File: src/hdl/histPkg.sv
`default_nettype none

package histPkg;

    // timestamp width out of the TDC
    localparam int DEF_TS_BITS = 10;

    // bin index is the top bits of the timestamp, 64 bins
    localparam int DEF_BIN_BITS = 6;

    // per-bin count, saturates at all ones
    localparam int DEF_COUNT_BITS = 8;

    // accepted samples per frame
    localparam int DEF_FRAME_LEN = 300;

    // frame controller phases
    // CLEAR only runs once after reset, sweep without report
    typedef enum logic [2:0] {
        CLEAR,
        ACCUM,
        DRAIN,
        SWEEP,
        REPORT
    } histPhaseT;

endpackage

`default_nettype wire

File: src/hdl/ramPortIf.sv
`default_nettype none

// one client's read and write port into the bin memory
interface ramPortIf #(
    parameter int BIN_BITS,
    parameter int COUNT_BITS
);
    // read side, data comes back one cycle after rdEn
    logic                  rdEn;
    logic [BIN_BITS-1:0]   rdAddr;
    logic [COUNT_BITS-1:0] rdData;

    // write side
    logic                  wrEn;
    logic [BIN_BITS-1:0]   wrAddr;
    logic [COUNT_BITS-1:0] wrData;

    modport client (output rdEn, rdAddr, wrEn, wrAddr, wrData, input rdData);
    modport mem (input rdEn, rdAddr, wrEn, wrAddr, wrData, output rdData);

endinterface

`default_nettype wire

File: src/hdl/binRam.sv
`default_nettype none

module binRam #(
    parameter int BIN_BITS,
    parameter int COUNT_BITS
) (
    input  logic    clk,
    ramPortIf.mem   accPort,
    ramPortIf.mem   scanPort,
    input  logic    sweepOwns
);
    logic [COUNT_BITS-1:0] mem [0:(1 << BIN_BITS) - 1];

    logic                  rdEn;
    logic                  wrEn;
    logic [BIN_BITS-1:0]   rdAddr;
    logic [BIN_BITS-1:0]   wrAddr;
    logic [COUNT_BITS-1:0] wrData;
    logic [COUNT_BITS-1:0] rdQ;

    // scanner owns both ports during a sweep
    assign rdEn   = sweepOwns ? scanPort.rdEn   : accPort.rdEn;
    assign rdAddr = sweepOwns ? scanPort.rdAddr : accPort.rdAddr;
    assign wrEn   = sweepOwns ? scanPort.wrEn   : accPort.wrEn;
    assign wrAddr = sweepOwns ? scanPort.wrAddr : accPort.wrAddr;
    assign wrData = sweepOwns ? scanPort.wrData : accPort.wrData;

    // registered read, same-address write in the same cycle gives old data
    always_ff @(posedge clk) begin
        if (rdEn) begin
            rdQ <= mem[rdAddr];
        end
        if (wrEn) begin
            mem[wrAddr] <= wrData;
        end
    end

    assign accPort.rdData  = rdQ;
    assign scanPort.rdData = rdQ;

endmodule

`default_nettype wire

File: src/hdl/histAccumulator.sv
`default_nettype none

module histAccumulator #(
    parameter int TS_BITS,
    parameter int BIN_BITS,
    parameter int COUNT_BITS
) (
    input  logic               clk,
    input  logic               rst,
    input  logic               accept,
    input  logic [TS_BITS-1:0] sample,
    ramPortIf.client           ramPort,
    output logic               busy
);
    // stage 0 is the accept cycle itself, read goes out right away
    logic [BIN_BITS-1:0]   bin0;

    // stage 1: ram data on rdData this cycle
    logic                  v1;
    logic [BIN_BITS-1:0]   bin1;

    // stage 2: incremented count, written at the end of this cycle
    logic                  v2;
    logic [BIN_BITS-1:0]   bin2;
    logic [COUNT_BITS-1:0] cnt2;

    // stage 3: value just written, ram read in flight missed it
    logic                  v3;
    logic [BIN_BITS-1:0]   bin3;
    logic [COUNT_BITS-1:0] cnt3;

    logic [COUNT_BITS-1:0] base;
    logic [COUNT_BITS-1:0] incr;

    // bin index from the upper timestamp bits
    assign bin0 = sample[TS_BITS-1 -: BIN_BITS];

    assign ramPort.rdEn   = accept;
    assign ramPort.rdAddr = bin0;

    // forwarding, newest write first
    always_comb begin
        if (v2 && bin2 == bin1) begin
            base = cnt2;
        end else if (v3 && bin3 == bin1) begin
            base = cnt3;
        end else begin
            base = ramPort.rdData;
        end
    end

    // hold at full scale
    assign incr = (base == '1) ? base : base + 1'b1;

    assign ramPort.wrEn   = v2;
    assign ramPort.wrAddr = bin2;
    assign ramPort.wrData = cnt2;

    // valid chain
    always_ff @(posedge clk) begin
        if (rst) begin
            v1 <= 1'b0;
            v2 <= 1'b0;
            v3 <= 1'b0;
        end else begin
            v1 <= accept;
            v2 <= v1;
            v3 <= v2;
        end
    end

    // payload, qualified by the valid chain
    always_ff @(posedge clk) begin
        bin1 <= bin0;
        bin2 <= bin1;
        cnt2 <= incr;
        bin3 <= bin2;
        cnt3 <= cnt2;
    end

    // stage 3 included so a frame never ends with a write still fresh
    assign busy = v1 || v2 || v3;

endmodule

`default_nettype wire

File: src/hdl/peakScanner.sv
`default_nettype none

module peakScanner #(
    parameter int BIN_BITS,
    parameter int COUNT_BITS
) (
    input  logic                  clk,
    input  logic                  rst,
    input  logic                  start,
    ramPortIf.client              ramPort,
    output logic                  done,
    output logic [BIN_BITS-1:0]   maxBin,
    output logic [COUNT_BITS-1:0] maxCount
);
    logic                active;
    logic                rdEn;
    logic [BIN_BITS-1:0] addr;
    logic [BIN_BITS-1:0] rdAddr;

    // read data returns with these
    logic                rdValid;
    logic                rdLast;
    logic [BIN_BITS-1:0] rdBin;

    // zero write one cycle after data
    logic                wrPend;
    logic [BIN_BITS-1:0] wrBin;

    // bin 0 is read in the start cycle itself
    assign rdEn   = start || active;
    assign rdAddr = start ? '0 : addr;

    assign ramPort.rdEn   = rdEn;
    assign ramPort.rdAddr = rdAddr;
    assign ramPort.wrEn   = wrPend;
    assign ramPort.wrAddr = wrBin;
    assign ramPort.wrData = '0;

    always_ff @(posedge clk) begin
        if (rst) begin
            active  <= 1'b0;
            rdValid <= 1'b0;
            wrPend  <= 1'b0;
            done    <= 1'b0;
        end else begin
            if (start) begin
                active <= 1'b1;
            end else if (active && addr == '1) begin
                // last bin issued
                active <= 1'b0;
            end
            rdValid <= rdEn;
            wrPend  <= rdValid;
            done    <= rdValid && rdLast;
        end
    end

    always_ff @(posedge clk) begin
        if (rdEn) begin
            addr <= rdAddr + 1'b1;
        end
        rdBin  <= rdAddr;
        rdLast <= (rdAddr == '1);
        wrBin  <= rdBin;
        // strictly greater only, so ties keep the lower bin
        if (start) begin
            maxBin   <= '0;
            maxCount <= '0;
        end else if (rdValid && ramPort.rdData > maxCount) begin
            maxBin   <= rdBin;
            maxCount <= ramPort.rdData;
        end
    end

endmodule

`default_nettype wire

File: src/hdl/histFsm.sv
`default_nettype none

module histFsm #(
    parameter int BIN_BITS,
    parameter int COUNT_BITS,
    parameter int FRAME_LEN
) (
    input  logic                  clk,
    input  logic                  rst,
    input  logic                  sampleValid,
    input  logic                  busy,
    input  logic                  done,
    input  logic [BIN_BITS-1:0]   maxBin,
    input  logic [COUNT_BITS-1:0] maxCount,
    input  logic                  peakAck,
    output logic                  sampleReady,
    output logic                  accept,
    output logic                  start,
    output logic                  sweepOwns,
    output logic                  peakReq,
    output logic [BIN_BITS-1:0]   peakBin,
    output logic [COUNT_BITS-1:0] peakCount
);
    import histPkg::*;

    localparam int CNT_BITS = $clog2(FRAME_LEN + 1);

    histPhaseT           phase;
    logic                started;
    logic [CNT_BITS-1:0] sampleCnt;

    assign sampleReady = (phase == ACCUM);
    assign accept      = sampleValid && sampleReady;
    assign sweepOwns   = (phase == CLEAR) || (phase == SWEEP);
    // one pulse at the top of each sweep
    assign start       = sweepOwns && !started;

    always_ff @(posedge clk) begin
        if (rst) begin
            phase     <= CLEAR;
            started   <= 1'b0;
            sampleCnt <= '0;
            peakReq   <= 1'b0;
        end else begin
            if (start) begin
                started <= 1'b1;
            end
            case (phase)
                // power-up clear, no report
                CLEAR: if (done) begin
                    started <= 1'b0;
                    phase   <= ACCUM;
                end
                ACCUM: if (accept) begin
                    if (sampleCnt == CNT_BITS'(FRAME_LEN - 1)) begin
                        sampleCnt <= '0;
                        phase     <= DRAIN;
                    end else begin
                        sampleCnt <= sampleCnt + 1'b1;
                    end
                end
                // wait out the increment pipeline
                DRAIN: if (!busy) begin
                    phase <= SWEEP;
                end
                SWEEP: if (done) begin
                    started <= 1'b0;
                    peakReq <= 1'b1;
                    phase   <= REPORT;
                end
                // four-phase, ready returns once ack is back low
                REPORT: if (peakReq && peakAck) begin
                    peakReq <= 1'b0;
                end else if (!peakReq && !peakAck) begin
                    phase <= ACCUM;
                end
                default: phase <= CLEAR;
            endcase
        end
    end

    // result held through the whole report
    always_ff @(posedge clk) begin
        if (phase == SWEEP && done) begin
            peakBin   <= maxBin;
            peakCount <= maxCount;
        end
    end

endmodule

`default_nettype wire

File: src/hdl/histTop.sv
`default_nettype none

module histTop #(
    parameter int TS_BITS    = histPkg::DEF_TS_BITS,
    parameter int BIN_BITS   = histPkg::DEF_BIN_BITS,
    parameter int COUNT_BITS = histPkg::DEF_COUNT_BITS,
    parameter int FRAME_LEN  = histPkg::DEF_FRAME_LEN
) (
    input  logic                  clk,
    input  logic                  rst,
    input  logic                  sampleValid,
    input  logic [TS_BITS-1:0]    sample,
    input  logic                  peakAck,
    output logic                  sampleReady,
    output logic                  peakReq,
    output logic [BIN_BITS-1:0]   peakBin,
    output logic [COUNT_BITS-1:0] peakCount
);
    logic                  accept;
    logic                  busy;
    logic                  start;
    logic                  done;
    logic                  sweepOwns;
    logic [BIN_BITS-1:0]   maxBin;
    logic [COUNT_BITS-1:0] maxCount;

    // memory ports, one per client
    ramPortIf #(.BIN_BITS(BIN_BITS), .COUNT_BITS(COUNT_BITS)) accPort ();
    ramPortIf #(.BIN_BITS(BIN_BITS), .COUNT_BITS(COUNT_BITS)) scanPort ();

    histFsm #(.BIN_BITS(BIN_BITS), .COUNT_BITS(COUNT_BITS), .FRAME_LEN(FRAME_LEN)) histFsm_i (
        .clk, .rst, .sampleValid, .busy, .done, .maxBin, .maxCount, .peakAck,
        .sampleReady, .accept, .start, .sweepOwns, .peakReq, .peakBin, .peakCount
    );

    histAccumulator #(.TS_BITS(TS_BITS), .BIN_BITS(BIN_BITS), .COUNT_BITS(COUNT_BITS))
        histAccumulator_i (
        .clk, .rst, .accept, .sample, .ramPort(accPort.client), .busy
    );

    peakScanner #(.BIN_BITS(BIN_BITS), .COUNT_BITS(COUNT_BITS)) peakScanner_i (
        .clk, .rst, .start, .ramPort(scanPort.client), .done, .maxBin, .maxCount
    );

    // scanner takes the memory in CLEAR and SWEEP
    binRam #(.BIN_BITS(BIN_BITS), .COUNT_BITS(COUNT_BITS)) binRam_i (
        .clk, .accPort(accPort.mem), .scanPort(scanPort.mem), .sweepOwns
    );

endmodule

`default_nettype wire

File: config.mk
export PLATFORM = sky130hd
export DESIGN_NAME = histTop
export DESIGN_NICKNAME = d
export VERILOG_FILES = /design/src/hdl/histPkg.sv /design/src/hdl/ramPortIf.sv /design/src/hdl/binRam.sv /design/src/hdl/histAccumulator.sv /design/src/hdl/peakScanner.sv /design/src/hdl/histFsm.sv /design/src/hdl/histTop.sv
export SDC_FILE = /design/constraint.sdc
export NUM_CORES = 1
export LEC_CHECK = 0
export BUFFER_PORTS_ARGS = -buffer_cell sky130_fd_sc_hd__buf_2
export CAP_MARGIN = 30
export CORE_MARGIN = 3
export CORE_UTILIZATION = 30
export DETAILED_ROUTE_END_ITERATION = 16
export GPL_TIMING_DRIVEN = 0
export SYNTH_ARGS = -nofsm -noshare
export SYNTH_HDL_FRONTEND = slang
export SYNTH_SLANG_ARGS = --single-unit
File: constraint.sdc
create_clock -name clk -period 3.12 [get_ports clk]
set_input_delay 0.468 -clock clk [delete_from_list [all_inputs] [get_ports clk]]
set_output_delay 0.468 -clock clk [all_outputs]
set_load 0.005 [all_outputs]
# ---- Yosys cells after proc, flatten, opt, wreduce, memory -nomap -nowiden
# Memory sizes are Yosys's and may differ from the RTL's. A register that Yosys moved wholly into a read port is not among the register bits.
# Index checks and enable logic that the tools add are counted.
dict set report totals {
  register_bits 102
  mem_bits_rw 512
  input_bits 14
  out_inout_bits 16
  wordCells 99
  mem_count 1
}
dict set report classes {
  addsub 3
  magnitude_cmp 1
  eq_ne 18
  n_mux 28
  reduce_logical 24
}
# name words word_bits rd rd_ports_with_merged_regs write_ports line_no
set memory_table {}
lappend memory_table {binRam_i.mem 64 8 1 1 1 binRam.sv:12} ;# logic [COUNT_BITS-1:0] mem [0:(1 << BIN_BITS) - 1];
# op count
set ops {}
lappend ops {{$mux W8} 4}
lappend ops {{$mux W3} 7}
lappend ops {{$mux W6} 3}
lappend ops {{$pmux W3 S5} 1}
lappend ops {{$eq A6 B6 Y1} 2}
lappend ops {{$eq A6 B6 Y1 const B} 2}
lappend ops {{$mux W1} 11}
lappend ops {{$logic_and A1 B1 Y1} 10}
lappend ops {{$ne A2 B1 Y1 const B} 5}
lappend ops {{$add A9 B1 Y9 const B} 1}
lappend ops {{$eq A9 B9 Y1 const B} 1}
lappend ops {{$mux W9} 1}
lappend ops {{$add A8 B1 Y8 const B} 1}
lappend ops {{$eq A8 B8 Y1 const B} 1}
lappend ops {{$gt A8 B8 Y1} 1}
lappend ops {{$reduce_and A7 Y1} 1}
lappend ops {{$add A6 B1 Y6 const B} 1}
lappend ops {{$eq A3 B2 Y1 const B} 2}
lappend ops {{$ne A2 B2 Y1 const B} 3}
lappend ops {{$logic_or A1 B1 Y1} 4}
lappend ops {{$reduce_bool A2 Y1} 2}
lappend ops {{$eq A3 B1 Y1 const B} 1}
lappend ops {{$eq A3 B3 Y1 const B} 1}
lappend ops {{$logic_not A1 Y1} 3}
lappend ops {{5 further kinds} 5}

# ---- Longest topological paths before layout
# Gate-level depths: netlist of the first run.
dict set report depth {
  depth_word 6
  depth_mapped 14
  mapped_depth_nobuf 9
}

# ---- Cells and area by module
# Synthesis of the first run repeated with hierarchy kept, for this count alone.
dict set report unflattened {
  hier_cells 2442
  area_unflattened_um2 28772.6
}
# module instances cells_per_inst area_per_inst_um2 seq_area_each_um2
set modules_own_cells {}
lappend modules_own_cells {binRam 1 2062 24628.6 15615.0}
lappend modules_own_cells {peakScanner 1 148 1599.0 800.8}
lappend modules_own_cells {histAccumulator 1 135 1406.3 740.7}
lappend modules_own_cells {histFsm 1 97 1138.6 700.7}

# ---- Worst setup path before layout of the first run
# Ideal clock, no wire load.
dict set report synth_timing {
  path_kind {register to register}
  startpoint {register histFsm_i.phase[1]}
  endpoint {memory binRam_i.mem[0][0] (netlist name) (data pin)}
  setup_time_ns 0.367
  t_arrival_ns 2.455
  t_required_ns 2.753
  path_slack_ns 0.297
  path_stages_with_launch 10
  n_path_buf 6
  period_less_slack_ns 2.823
  path_cell_list {dfxtp_1 buf_4 xnor2_4 buf_6 nand2_1 buf_4 buf_6 buf_2 clkbuf_1 and2_1}
}
dict set report synth_via {
  elab_chain_cells 3
  word_cells_on_any_way 4
  classes_between {1 x eq/ne; 1 x mux; 2 x reduce/logical}
}
# element line_no
set synth_lines {}
lappend synth_lines {{start: declaration} histFsm.sv:28} ;# histPhaseT phase;
lappend synth_lines {{start signal: assignment} histFsm.sv:40} ;# phase <= CLEAR;
lappend synth_lines {{start signal: assignment} histFsm.sv:52} ;# phase <= ACCUM;
lappend synth_lines {{start signal: assignment} histFsm.sv:57} ;# phase <= DRAIN;
lappend synth_lines {{$eq A3 B2 Y1 / $logic_not A3 Y1 (equally long branches)} histFsm.sv:34} ;# assign sweepOwns = (phase == CLEAR) || (phase == SWEEP);
lappend synth_lines {{$logic_or A1 B1 Y1 (*)} histFsm.sv:34}
lappend synth_lines {{$mux W8 (*)} binRam.sv:26} ;# assign wrData = sweepOwns ? scanPort.wrData : accPort.wrData;
lappend synth_lines {{named net binRam_i.wrData[0]} binRam.sv:18} ;# logic [COUNT_BITS-1:0] wrData;
lappend synth_lines {{end: declaration} binRam.sv:12}
# Mark *: on every way through the listed nets, which the timed path passes. The rest lies on a longest branch.

# ---- Final worst setup path of the first run
dict set report layout_timing {
  startpoint {register histFsm_i.phase[1]}
  endpoint {register binRam_i.rdQ[4], in the netlist binRam_i.accPort.rdData[4] (read register of binRam_i.mem) (data pin)}
}
dict set report layout_via {
  elab_chain_cells 5
  word_cells_on_any_way 10
  classes_between {2 x eq/ne; 3 x mux; 5 x reduce/logical}
}
# element line_no
set layout_lines {}
lappend layout_lines {{$eq A3 B2 Y1 / $logic_not A3 Y1 (equally long branches)} histFsm.sv:34}
lappend layout_lines {{$logic_or A1 B1 Y1} histFsm.sv:34}
lappend layout_lines {{$logic_and A1 B1 Y1} histFsm.sv:36} ;# assign start = sweepOwns && !started;
lappend layout_lines {{$mux W6 / $logic_or A1 B1 Y1 (equally long branches)} {peakScanner.sv:31, peakScanner.sv:30}}
lappend layout_lines {{$mux W6 / $mux W1 (equally long branches)} {binRam.sv:23, binRam.sv:22}}
lappend layout_lines {{end: declaration} binRam.sv:19} ;# logic [COUNT_BITS-1:0] rdQ;
# Parallel ways exist; a longest one is shown, timed or not.
# A chain may end at the register's enable or synchronous reset.

==> results.py, run 1 <==
metrics = {
    "route": {
        "total_routed_length_microns": 74600,
        "drt_pre_antenna_iters": 6,
        "post_drt_via_cell_ratio": 5.408,
        "antenna_violating_nets_post_route": 0,
        "initialDrtViolationCount": 1962,
        "vias": 17517,
        "drc": 0,
        "wl_per_cell_microns": 23.03,
    },
    "floorplanning": {
        "floorplan.rows": 107,
        "die_h_microns": 300.3,
        "die_x_microns": 300.3,
        "core_sq_um": 85550,
        "design.portCount": 30,
        "floorplan.initialDensity": 0.3038,
        "design.die.area_sq_um": 90200,
    },
    "critical_path": {
        "critical-path-max-stage-delay_ns": 0.47,
        "worst-r2r-cell-count": 9,
        "timing.critical_path.buf_inv": 2,
        "timing.critical_path.max_delay_family": "compound AO/OA/AOI/OAI gates",
        "timing.critical_path.depth": 9,
        "worstReg2RegStart": "histFsm_i.phase[1]",
        "critPathArrivalTime_ns": 3.47,
        "worst_setup_path_startpoint": "histFsm_i.phase[1]",
        "path_cells": "buf_6, xor2_4, o21ai_2, nand2_2, buf_4, a2111oi_2, a2111o_1, nand3_2, a32o_1",
        "crit_path_end_kind": "register",
        "path_max_fanout": 10,
        "worst_setup_path_endpoint": "binRam_i.accPort.rdData[4]",
        "worst-r2r-setup-slack_ns": -0.02,
        "critPathSlowestCell": "sky130_fd_sc_hd__o21ai_2",
        "r2r-end": "binRam_i.accPort.rdData[4]",
        "worstSetupPathType": "register to register",
        "setup.worst_path.start_class": "register",
        "critPathRequiredTime_ns": 3.45,
    },
    "layout": {
        "final_layout_size_suffix_gt1_frac": 0.2449,
        "num-nets-final": 2070,
        "num_antenna_cells": 0,
        "fin_cells": 3239,
        "final_cell_area_sq_um": 31840,
        "layout-area-overhead-vs-synth_pct": 22.50,
    },
    "power_and_ir_drop": {
        "seq_power_share": 0.489,
        "worst_ir_drop_vdd_mv": 0.3629,
        "p_comb_frac": 0.095,
        "switching_power_mw": 4.539,
        "swShare": 0.2401,
        "powerDensity_nw_per_um2": 593.9,
        "internal-power_mw": 14.37,
        "p_leak_nw": 9.724,
        "clockPowerShare": 0.416,
    },
    "placement": {
        "placed_cell_area_sq_um": 27710,
        "gp_congestion": 0.8982,
        "place_inst": 3080,
        "dp_slack_ns": -0.8367,
        "portBuffers": 25,
        "hpwl_microns": 50140,
    },
    "synthesis": {
        "netlist.area_leader.share": 0.6239,
        "yosys_register_bits": 622,
        "yosysUniqueCellTypes": 76,
        "post_synth_main_area_contributors": "sky130_fd_sc_hd__edfxtp_1 62%, sky130_fd_sc_hd__dfxtp_1 6.3%, sky130_fd_sc_hd__nand3_1 3.1%",
        "synth.yosys.warnings": 0,
        "top_count_cell_post_synth": "sky130_fd_sc_hd__edfxtp_1",
        "synth.cells.most_frequent": "540 x sky130_fd_sc_hd__edfxtp_1, 159 x sky130_fd_sc_hd__nand3_1, 129 x sky130_fd_sc_hd__nor2_1",
        "post_synth_instance_area_sq_um": 25990,
        "ys_seq_area_frac": 0.6871,
        "syn_area_per_cell_sq_um": 13.69,
        "netlist_instances": 1899,
        "dominantRegCellSynth": "sky130_fd_sc_hd__edfxtp_1",
        "number_of_enable_type_register_cells_in_the_synthesized_netlist": 540,
        "yosysTopAreaCell": "sky130_fd_sc_hd__edfxtp_1",
        "ys_async_sr_fraction": 0,
        "synth_nets": 1923,
    },
    "clocking": {
        "clock-sinks": 622,
        "clk_path_buf_depth": 3,
        "cts_htree_levels": 3,
        "clk_transition_reported_paths_ns": 0.06,
        "ctsRootBufferMaster": "sky130_fd_sc_hd__clkbuf_16",
        "clock_latency_ns": 0.61,
        "cts-hold-fix-buffers": 0,
        "cts_tree": "built",
        "cts_buffers": 69,
    },
    "sta": {
        "final.setup_skew_ns": 0.02950,
        "period_minus_slack_ns": 3.142,
        "timing.hold.ws_ns": 0.03702,
        "setup-violations-final": 1,
        "fmax_ghz": 0.3183,
        "maxSlewViolCount": 0,
        "tightestPinTransition_ns": 0.8979,
        "min_period_over_period": 1.007,
        "final.setup.tns_ns": -0.02152,
        "timing.final.ws_setup_ns": -0.02152,
        "max_slew_margin": 0.4014,
        "final_hold_viol_count": 0,
        "rsz0062_at_grt": "yes",
    },
    "flow_run": {
        "timing.max_cap.violations": 0,
    },
    "global_routing": {
        "gr-usage-met1": 0.2183,
        "global_route.peak_usage_layer": "met2",
        "gr-total-overflow": 0,
        "gr_usage_total": 0.1627,
        "antenna_found_initial": 0,
        "grtUsageMet3": 0.03249,
        "grt_start_max_net_pins": 65,
        "groute.layer.met2.usage": 0.2578,
        "grt_pass1_vias": 17024,
        "grt_pass1_wl_microns": 110500,
    },
    "status": {
        "failing_checks": "setup timing",
        "status": "finished, violations left",
    },
    "min_path": {
        "holdCritPathClass": "primary input to register",
    },
}
==> cells in the final DEF (no fill, tap or decap), drive strengths merged, types with 7 or more instances in the layout <==
master   count
a2111o       8
a2111oi     33
a211oi      78
a21bo       16
a21oi       44
a311oi      18
a31oi       27
a32o        24
a32oi       11
and2        15
and3        74
buf        138
clkbuf     152
clkinv      29
dfxtp       82
edfxtp     540
ha          10
inv         16
mux2        34
mux2i       49
mux4         8
nand2      126
nand2b      14
nand3      160
nand4        7
nand4b       8
nor2       131
nor2b       12
nor3         9
nor4        10
o2111ai      8
o211ai      12
o21ai       97
o221a        8
o41a         8
xnor2       16
xor2        12
==> worst min-delay path by stage <==
stage / cells past startpoint / to / from
5_1_grt: 1 / histAccumulator_i.bin1[1] / sample[5]
3_3_place_gp: 0 / peakScanner_i.ramPort.wrAddr[4] / peakScanner_i.rdBin[4]
3_5_place_dp: 0 / peakScanner_i.ramPort.wrAddr[4] / peakScanner_i.rdBin[4]
2_1_floorplan: 0 / peakScanner_i.ramPort.wrAddr[0] / peakScanner_i.rdBin[0]
6_report: 1 / histAccumulator_i.bin1[3] / sample[7]
4_1_cts: 1 / histAccumulator_i.bin1[3] / sample[7]
==> registers in the layout (all words and copies together) (netlist names), 3 cells and up, named ones only <==
signal                            cells
binRam_i.accPort.rdData               8
binRam_i.mem                        512
histAccumulator_i.bin1                6
histAccumulator_i.bin3                6
histAccumulator_i.cnt3                8
histAccumulator_i.ramPort.wrAddr      6
histAccumulator_i.ramPort.wrData      8
histFsm_i.peakBin                     6
histFsm_i.peakCount                   8
histFsm_i.phase                       3
histFsm_i.sampleCnt                   9
peakScanner_i.addr                    6
peakScanner_i.maxBin                  6
peakScanner_i.maxCount                8
peakScanner_i.ramPort.wrAddr          6
peakScanner_i.rdBin                   6
==> power groups by stage <==
stage | clock network [mW] | registers, mW | logic, mW
2_1_floorplan | 0 | 9.35 | 1.05
3_3_place_gp | 0 | 9.40 | 1.53
3_5_place_dp | 0 | 9.41 | 1.56
4_1_cts | 7.97 | 9.24 | 1.70
5_1_grt | 8.30 | 9.26 | 1.91
6_report | 7.87 | 9.24 | 1.79
==> area by class of cell <==
type | count | area [sq um]
clock buffer | 84 | 1878
sequential | 622 | 17860
tap | 1144 | 1431
buffer | 128 | 802.0
timing repair buffer | 78 | 968.4
fill | 7945 | 53710
inverter | 16 | 60.06
clock inverter | 36 | 302.8
multi-input combinational | 1131 | 8538
==> metal layers <==
metal	up-vias	share of wire
li1	7747	-
met1	8736	0.41
met2	879	0.47
met3	155	0.083
met4	0	0.039
met5	-	0
==> stage by stage <==
step                      power, mW  utilization
after floorplan               10.40            -
after global placement        10.93       0.3220
after detailed placement      10.96       0.3239
after CTS                     18.91       0.3664
after global routing          19.47       0.3722
final                         18.91       0.3722
==> logic make-up after synthesis <==
| logic type | after synthesis | synth area share |
|---|---|---|
| buffers and inverters | 146 | 0.02725 |
| flip-flops | 622 | 0.6871 |
| multiplexers | 91 | 0.04054 |
| AO/OA/AOI/OAI | 420 | 0.1194 |
| adder cells (fa/ha/maj) | 10 | 0.004814 |
| XOR/XNOR | 28 | 0.01088 |
| AND/OR/NAND/NOR | 582 | 0.1100 |
==> repair_timing <==
action                                  4_1_cts  5_1_grt
pin swaps                                    30       21
resized for setup                           278      102
buffers inserted                             29       12
gates cloned                                  0        0
endpoints found under the setup margin      917      752
Power figures use the tool's default switching activity.
==> run 2: changes to the inputs <==
- RECOVER_POWER: not set -> 25
==> results.py, run 2 (same netlist as run 1, synthesis figures left out) <==
metrics = {
    "route": {
        "drt_pre_antenna_iters": 6,
        "wl_per_cell_microns": 23.04,
        "post_drt_via_cell_ratio": 5.404,
        "drc": 0,
        "total_routed_length_microns": 74620,
        "vias": 17503,
        "initialDrtViolationCount": 1963,
        "antenna_violating_nets_post_route": 0,
    },
    "clocking": {
        "cts-hold-fix-buffers": 0,
        "clk_transition_reported_paths_ns": 0.06,
        "cts_tree": "built",
        "cts_buffers": 69,
        "clock_latency_ns": 0.61,
        "clk_path_buf_depth": 3,
        "clock-sinks": 622,
        "ctsRootBufferMaster": "sky130_fd_sc_hd__clkbuf_16",
        "cts_htree_levels": 3,
    },
    "status": {
        "failing_checks": "setup timing",
        "status": "finished, violations left",
    },
    "sta": {
        "period_minus_slack_ns": 3.140,
        "maxSlewViolCount": 0,
        "min_period_over_period": 1.007,
        "timing.final.ws_setup_ns": -0.02028,
        "rsz0062_at_grt": "yes",
        "fmax_ghz": 0.3184,
        "tightestPinTransition_ns": 0.8962,
        "final_hold_viol_count": 0,
        "final.setup_skew_ns": 0.02951,
        "setup-violations-final": 2,
        "max_slew_margin": 0.4025,
    },
    "global_routing": {
        "grt_pass1_wl_microns": 110500,
        "gr-total-overflow": 0,
        "antenna_found_initial": 0,
        "grt_start_max_net_pins": 65,
        "grt_pass1_vias": 17024,
        "gr_usage_total": 0.1627,
    },
    "critical_path": {
        "path_max_fanout": 10,
        "setup.worst_path.start_class": "register",
        "worstSetupPathType": "register to register",
        "critPathSlowestCell": "sky130_fd_sc_hd__o21ai_2",
        "worst-r2r-cell-count": 9,
        "timing.critical_path.buf_inv": 2,
        "crit_path_end_kind": "register",
        "critical-path-max-stage-delay_ns": 0.47,
        "path_cells": "buf_6, xor2_4, o21ai_2, nand2_2, buf_4, a2111oi_2, a2111o_1, nand3_2, a32o_1",
        "timing.critical_path.max_delay_family": "compound AO/OA/AOI/OAI gates",
        "critPathRequiredTime_ns": 3.45,
        "timing.critical_path.depth": 9,
        "critPathArrivalTime_ns": 3.47,
    },
    "layout": {
        "final_cell_mix": "540 x sky130_fd_sc_hd__edfxtp_1, 152 x sky130_fd_sc_hd__nand3_1, 113 x sky130_fd_sc_hd__nand2_1",
        "layout-area-overhead-vs-synth_pct": 22.43,
        "most_common_cell_after_layout_fill_and_taps_aside": "sky130_fd_sc_hd__edfxtp_1",
        "fill_cells": 7955,
        "largest_register_ff_count": 512,
        "final_layout_size_suffix_gt1_frac": 0.2382,
        "multiInputGateArea_sq_um": 8538,
        "final_cell_area_sq_um": 31820,
        "register_area_sq_um": 17860,
        "num_antenna_cells": 0,
        "reg.largest.list": "binRam_i.mem: 512 flops, histFsm_i.sampleCnt: 9 flops",
        "num-nets-final": 2070,
        "registers.top_by_ff_count": "binRam_i.mem",
    },
    "placement": {
        "hpwl_microns": 50140,
        "portBuffers": 25,
        "gp_congestion": 0.8982,
        "placed_cell_area_sq_um": 27710,
        "dp_slack_ns": -0.8367,
    },
    "power_and_ir_drop": {
        "powerDensity_nw_per_um2": 594.3,
        "swShare": 0.2402,
        "total_power_mw": 18.91,
        "p_leak_nw": 9.685,
        "p_comb_frac": 0.095,
        "worst_ir_drop_vdd_mv": 0.3629,
        "clockPowerShare": 0.416,
        "switching_power_mw": 4.543,
        "internal-power_mw": 14.37,
        "seq_power_share": 0.489,
    },
    "floorplanning": {
        "core_sq_um": 85550,
        "design.die.area_sq_um": 90200,
        "die_h_microns": 300.3,
        "floorplan.rows": 107,
        "die_x_microns": 300.3,
        "floorplan.initialDensity": 0.3038,
        "design.portCount": 30,
    },
    "min_path": {
        "holdCritPathClass": "primary input to register",
        "min_delay_path_depth": 1,
    },
    "flow_run": {
        "timing.max_cap.violations": 0,
    },
}
-- run 2: path summary, 6_finish.rpt --
path | slack, ns | endpoint | startpoint
hold reg to reg | 0.35 | peakScanner_i.ramPort.wrAddr[5] | peakScanner_i.rdBin[5]
setup / recovery | -0.02 | binRam_i.accPort.rdData[4] | histFsm_i.phase[1]
hold / removal | 0.08 | histAccumulator_i.bin1[1] | sample[5]
setup reg to reg | -0.02 | binRam_i.accPort.rdData[4] | histFsm_i.phase[1]
-- run 2: routing by layer --
layer / routed length [microns] / track usage / up-vias
li1: - / - / 7744
met5: 0 / 0 / -
met3: 6147 / 0.03249 / 157
met2: 34760 / 0.2578 / 876
met4: 2946 / 0.06687 / 0
met1: 30770 / 0.2183 / 8726
-- run 2: timing repair --
action                     4_1_cts  5_1_grt
setup endpoints to repair      917      752
resized for setup              278      102
buffers inserted                29       12
pin swaps                       30       21
-- run 2: cell type report --
type,count,area share
plain buffers,128,0.02520
repair buffers,78,0.02988
multi-input cells,1131,0.2683
inverters,16,0.001887
clock inverters,36,0.009516
clock buffers,84,0.05902
well taps,1144,0.04498
flip-flops and latches,622,0.5612
-- run 2: through the flow --
stage                     hold WS [ns]  utilization   TNS, ns  instances
after floorplan                 0.3305            -         0       1899
after global placement          0.3386       0.3220  -1063.98       3068
after detailed placement        0.3436       0.3239   -309.24       3080
after CTS                     0.003125       0.3664   -0.2126       3227
after global routing           0.04738       0.3720   -0.6490       3239
final                          0.07821       0.3720  -0.02251       3239
-- run 2: power by group through the flow --
stage	combinational, mW	sequential [mW]	clock [mW]
after floorplan	1.05	9.35	0
after global placement	1.53	9.40	0
after detailed placement	1.56	9.41	0
after CTS	1.70	9.24	7.97
after global routing	1.91	9.26	8.30
final	1.79	9.24	7.88
==> run 3: changes to the inputs <==
- CORE_MARGIN: 3 -> 2
==> results.py, run 3 (same netlist as run 1, synthesis figures left out) <==
metrics = {
    "status": {
        "status": "finished, violations left",
        "failing_checks": "setup timing",
    },
    "power_and_ir_drop": {
        "switching_power_mw": 4.524,
        "seq_power_share": 0.488,
        "p_leak_nw": 9.708,
        "internal-power_mw": 14.41,
        "p_comb_frac": 0.097,
        "clockPowerShare": 0.415,
        "powerDensity_nw_per_um2": 596.2,
        "total_power_mw": 18.93,
        "swShare": 0.2389,
        "worst_ir_drop_vdd_mv": 0.3333,
    },
    "min_path": {
        "min_delay_path_depth": 1,
        "holdCritPathClass": "primary input to register",
        "hold_path_startpoint": "sample[8]",
        "timing.hold.worst_endpoint": "histAccumulator_i.bin1[4]",
    },
    "floorplanning": {
        "die_h_microns": 298.3,
        "floorplan.initialDensity": 0.3038,
        "design.die.area_sq_um": 89000,
        "floorplan.rows": 107,
        "design.portCount": 30,
        "die_x_microns": 298.3,
        "core_sq_um": 85550,
    },
    "sta": {
        "rsz0062_at_grt": "yes",
        "final.setup_skew_ns": 0.02817,
        "fmax_ghz": 0.3145,
        "max_slew_margin": 0.3836,
        "maxSlewViolCount": 0,
        "period_minus_slack_ns": 3.179,
        "timing.final.ws_setup_ns": -0.05929,
        "tightestPinTransition_ns": 0.9247,
        "setup-violations-final": 3,
        "final_hold_viol_count": 0,
        "min_period_over_period": 1.019,
    },
    "layout": {
        "fin_cells": 3233,
        "most_common_cell_after_layout_fill_and_taps_aside": "sky130_fd_sc_hd__edfxtp_1",
        "num_antenna_cells": 0,
        "final_cell_mix": "540 x sky130_fd_sc_hd__edfxtp_1, 155 x sky130_fd_sc_hd__nand3_1, 113 x sky130_fd_sc_hd__nand2_1",
        "fill_cells": 7919,
        "reg.largest.list": "binRam_i.mem: 512 flops, histFsm_i.sampleCnt: 9 flops",
        "num-nets-final": 2065,
        "final_layout_size_suffix_gt1_frac": 0.2422,
        "final_util": 0.3713,
        "registers.top_by_ff_count": "binRam_i.mem",
        "layout-area-overhead-vs-synth_pct": 22.21,
        "largest_register_ff_count": 512,
    },
    "flow_run": {
        "timing.max_cap.violations": 0,
    },
    "global_routing": {
        "grt_pass1_vias": 17044,
        "grt_start_max_net_pins": 65,
        "antenna_found_initial": 0,
        "gr-total-overflow": 0,
        "grt_pass1_wl_microns": 110000,
        "groute.layer.met2.usage": 0.2545,
        "grtUsageMet3": 0.03264,
        "gr-usage-met1": 0.2226,
        "global_route.peak_usage_layer": "met2",
        "gr_usage_total": 0.1630,
    },
    "critical_path": {
        "worstSetupPathType": "register to register",
        "worstReg2RegStart": "histFsm_i.phase[2]",
        "timing.critical_path.max_delay_family": "compound AO/OA/AOI/OAI gates",
        "timing.critical_path.buf_inv": 4,
        "worst_setup_path_startpoint": "histFsm_i.phase[2]",
        "worst-r2r-cell-count": 10,
        "path_max_fanout": 10,
        "crit_path_end_kind": "register",
        "setup.worst_path.start_class": "register",
        "critPathRequiredTime_ns": 3.45,
        "worst-r2r-setup-slack_ns": -0.06,
        "critPathSlowestCell": "sky130_fd_sc_hd__dfxtp_1",
        "path_cells": "inv_2, buf_2, nand2_1, o21a_1, buf_2, clkbuf_4, a211oi_1, a211oi_1, nand4b_1, a32o_1",
        "critical-path-max-stage-delay_ns": 0.51,
        "r2r-end": "binRam_i.accPort.rdData[0]",
        "critPathArrivalTime_ns": 3.51,
    },
    "route": {
        "drc": 0,
        "post_drt_via_cell_ratio": 5.423,
        "initialDrtViolationCount": 2266,
        "antenna_violating_nets_post_route": 0,
        "total_routed_length_microns": 74120,
        "wl_per_cell_microns": 22.93,
        "vias": 17532,
        "drt_pre_antenna_iters": 6,
    },
    "clocking": {
        "cts_htree_levels": 3,
        "clock-sinks": 622,
        "cts_tree": "built",
        "clk_path_buf_depth": 3,
        "clk_transition_reported_paths_ns": 0.06,
        "ctsRootBufferMaster": "sky130_fd_sc_hd__clkbuf_16",
        "clock_latency_ns": 0.61,
        "cts_buffers": 67,
    },
    "placement": {
        "hpwl_microns": 49090,
        "place_inst": 3077,
        "gp_congestion": 0.9466,
        "portBuffers": 25,
    },
}
-- run 3: changes by cell type in the layout (fill, tap and decap cells not counted), sizes merged --
| cell | before | now |
|---|---|---|
| dlygate4sd3 | 0 | 1 |
| inv | 16 | 15 |
| bufinv | 4 | 6 |
| clkbuf | 167 | 157 |
| clkinv | 29 | 27 |
| buf | 123 | 128 |
| clkinvlp | 3 | 2 |
-- run 3: stage by stage --
step | TNS, ns | setup slack, ns | hold WS (ns) | instance area (sq um)
floorplan | 0 | 0.2974 | 0.3305 | 25990
global placement | -1197.44 | -1.786 | 0.3385 | 27550
detailed placement | -413.61 | -0.8639 | 0.3465 | 27700
CTS | -0.04917 | -0.04566 | 0.006205 | 31240
global route | -3.057 | -0.08229 | 0.05305 | 31760
finish | -0.07281 | -0.05929 | 0.07611 | 31760
-- run 3: what timing repair did --
action,4_1_cts,5_1_grt
hold buffers,1,0
buffers inserted,22,19
endpoints found under the setup margin,893,862
gates resized for setup,288,106
endpoints found under the hold margin,1,0
pin swaps,30,34
-- run 3: per-layer routing --
metal	up-vias	part of all wire
met5	-	0
met4	0	0.042
met3	175	0.085
met1	8774	0.42
li1	7734	-
met2	849	0.46
-- run 3: cell type report --
cell class,instances,area (sq um),share of cell area
inverters,16,60.06,0.001891
well taps,1144,1431,0.04507
flip-flops and latches,622,17860,0.5622
repair buffers,76,873.3,0.02750
clock buffers,83,1821,0.05732
multi-input cells,1131,8576,0.2700
plain buffers,127,817.0,0.02572
clock inverters,34,326.6,0.01028
-- run 3: power groups by stage --
stage / Combinational [mW] / Clock [mW] / Sequential, mW
after floorplan: 1.05 / 0 / 9.35
after global placement: 1.53 / 0 / 9.40
after detailed placement: 1.56 / 0 / 9.41
after CTS: 1.71 / 7.94 / 9.24
after global routing: 1.96 / 8.27 / 9.26
final: 1.84 / 7.85 / 9.24
-- run 3: how the worst max path moves through the flow --
stage / cells past startpoint / endpoint
2_1_floorplan: 9 / binRam_i.mem[0][0]
3_3_place_gp: 8 / binRam_i.mem[38][4]
3_5_place_dp: 11 / binRam_i.accPort.rdData[6]
4_1_cts: 13 / binRam_i.accPort.rdData[5]
5_1_grt: 13 / binRam_i.accPort.rdData[1]
6_report: 10 / binRam_i.accPort.rdData[0]
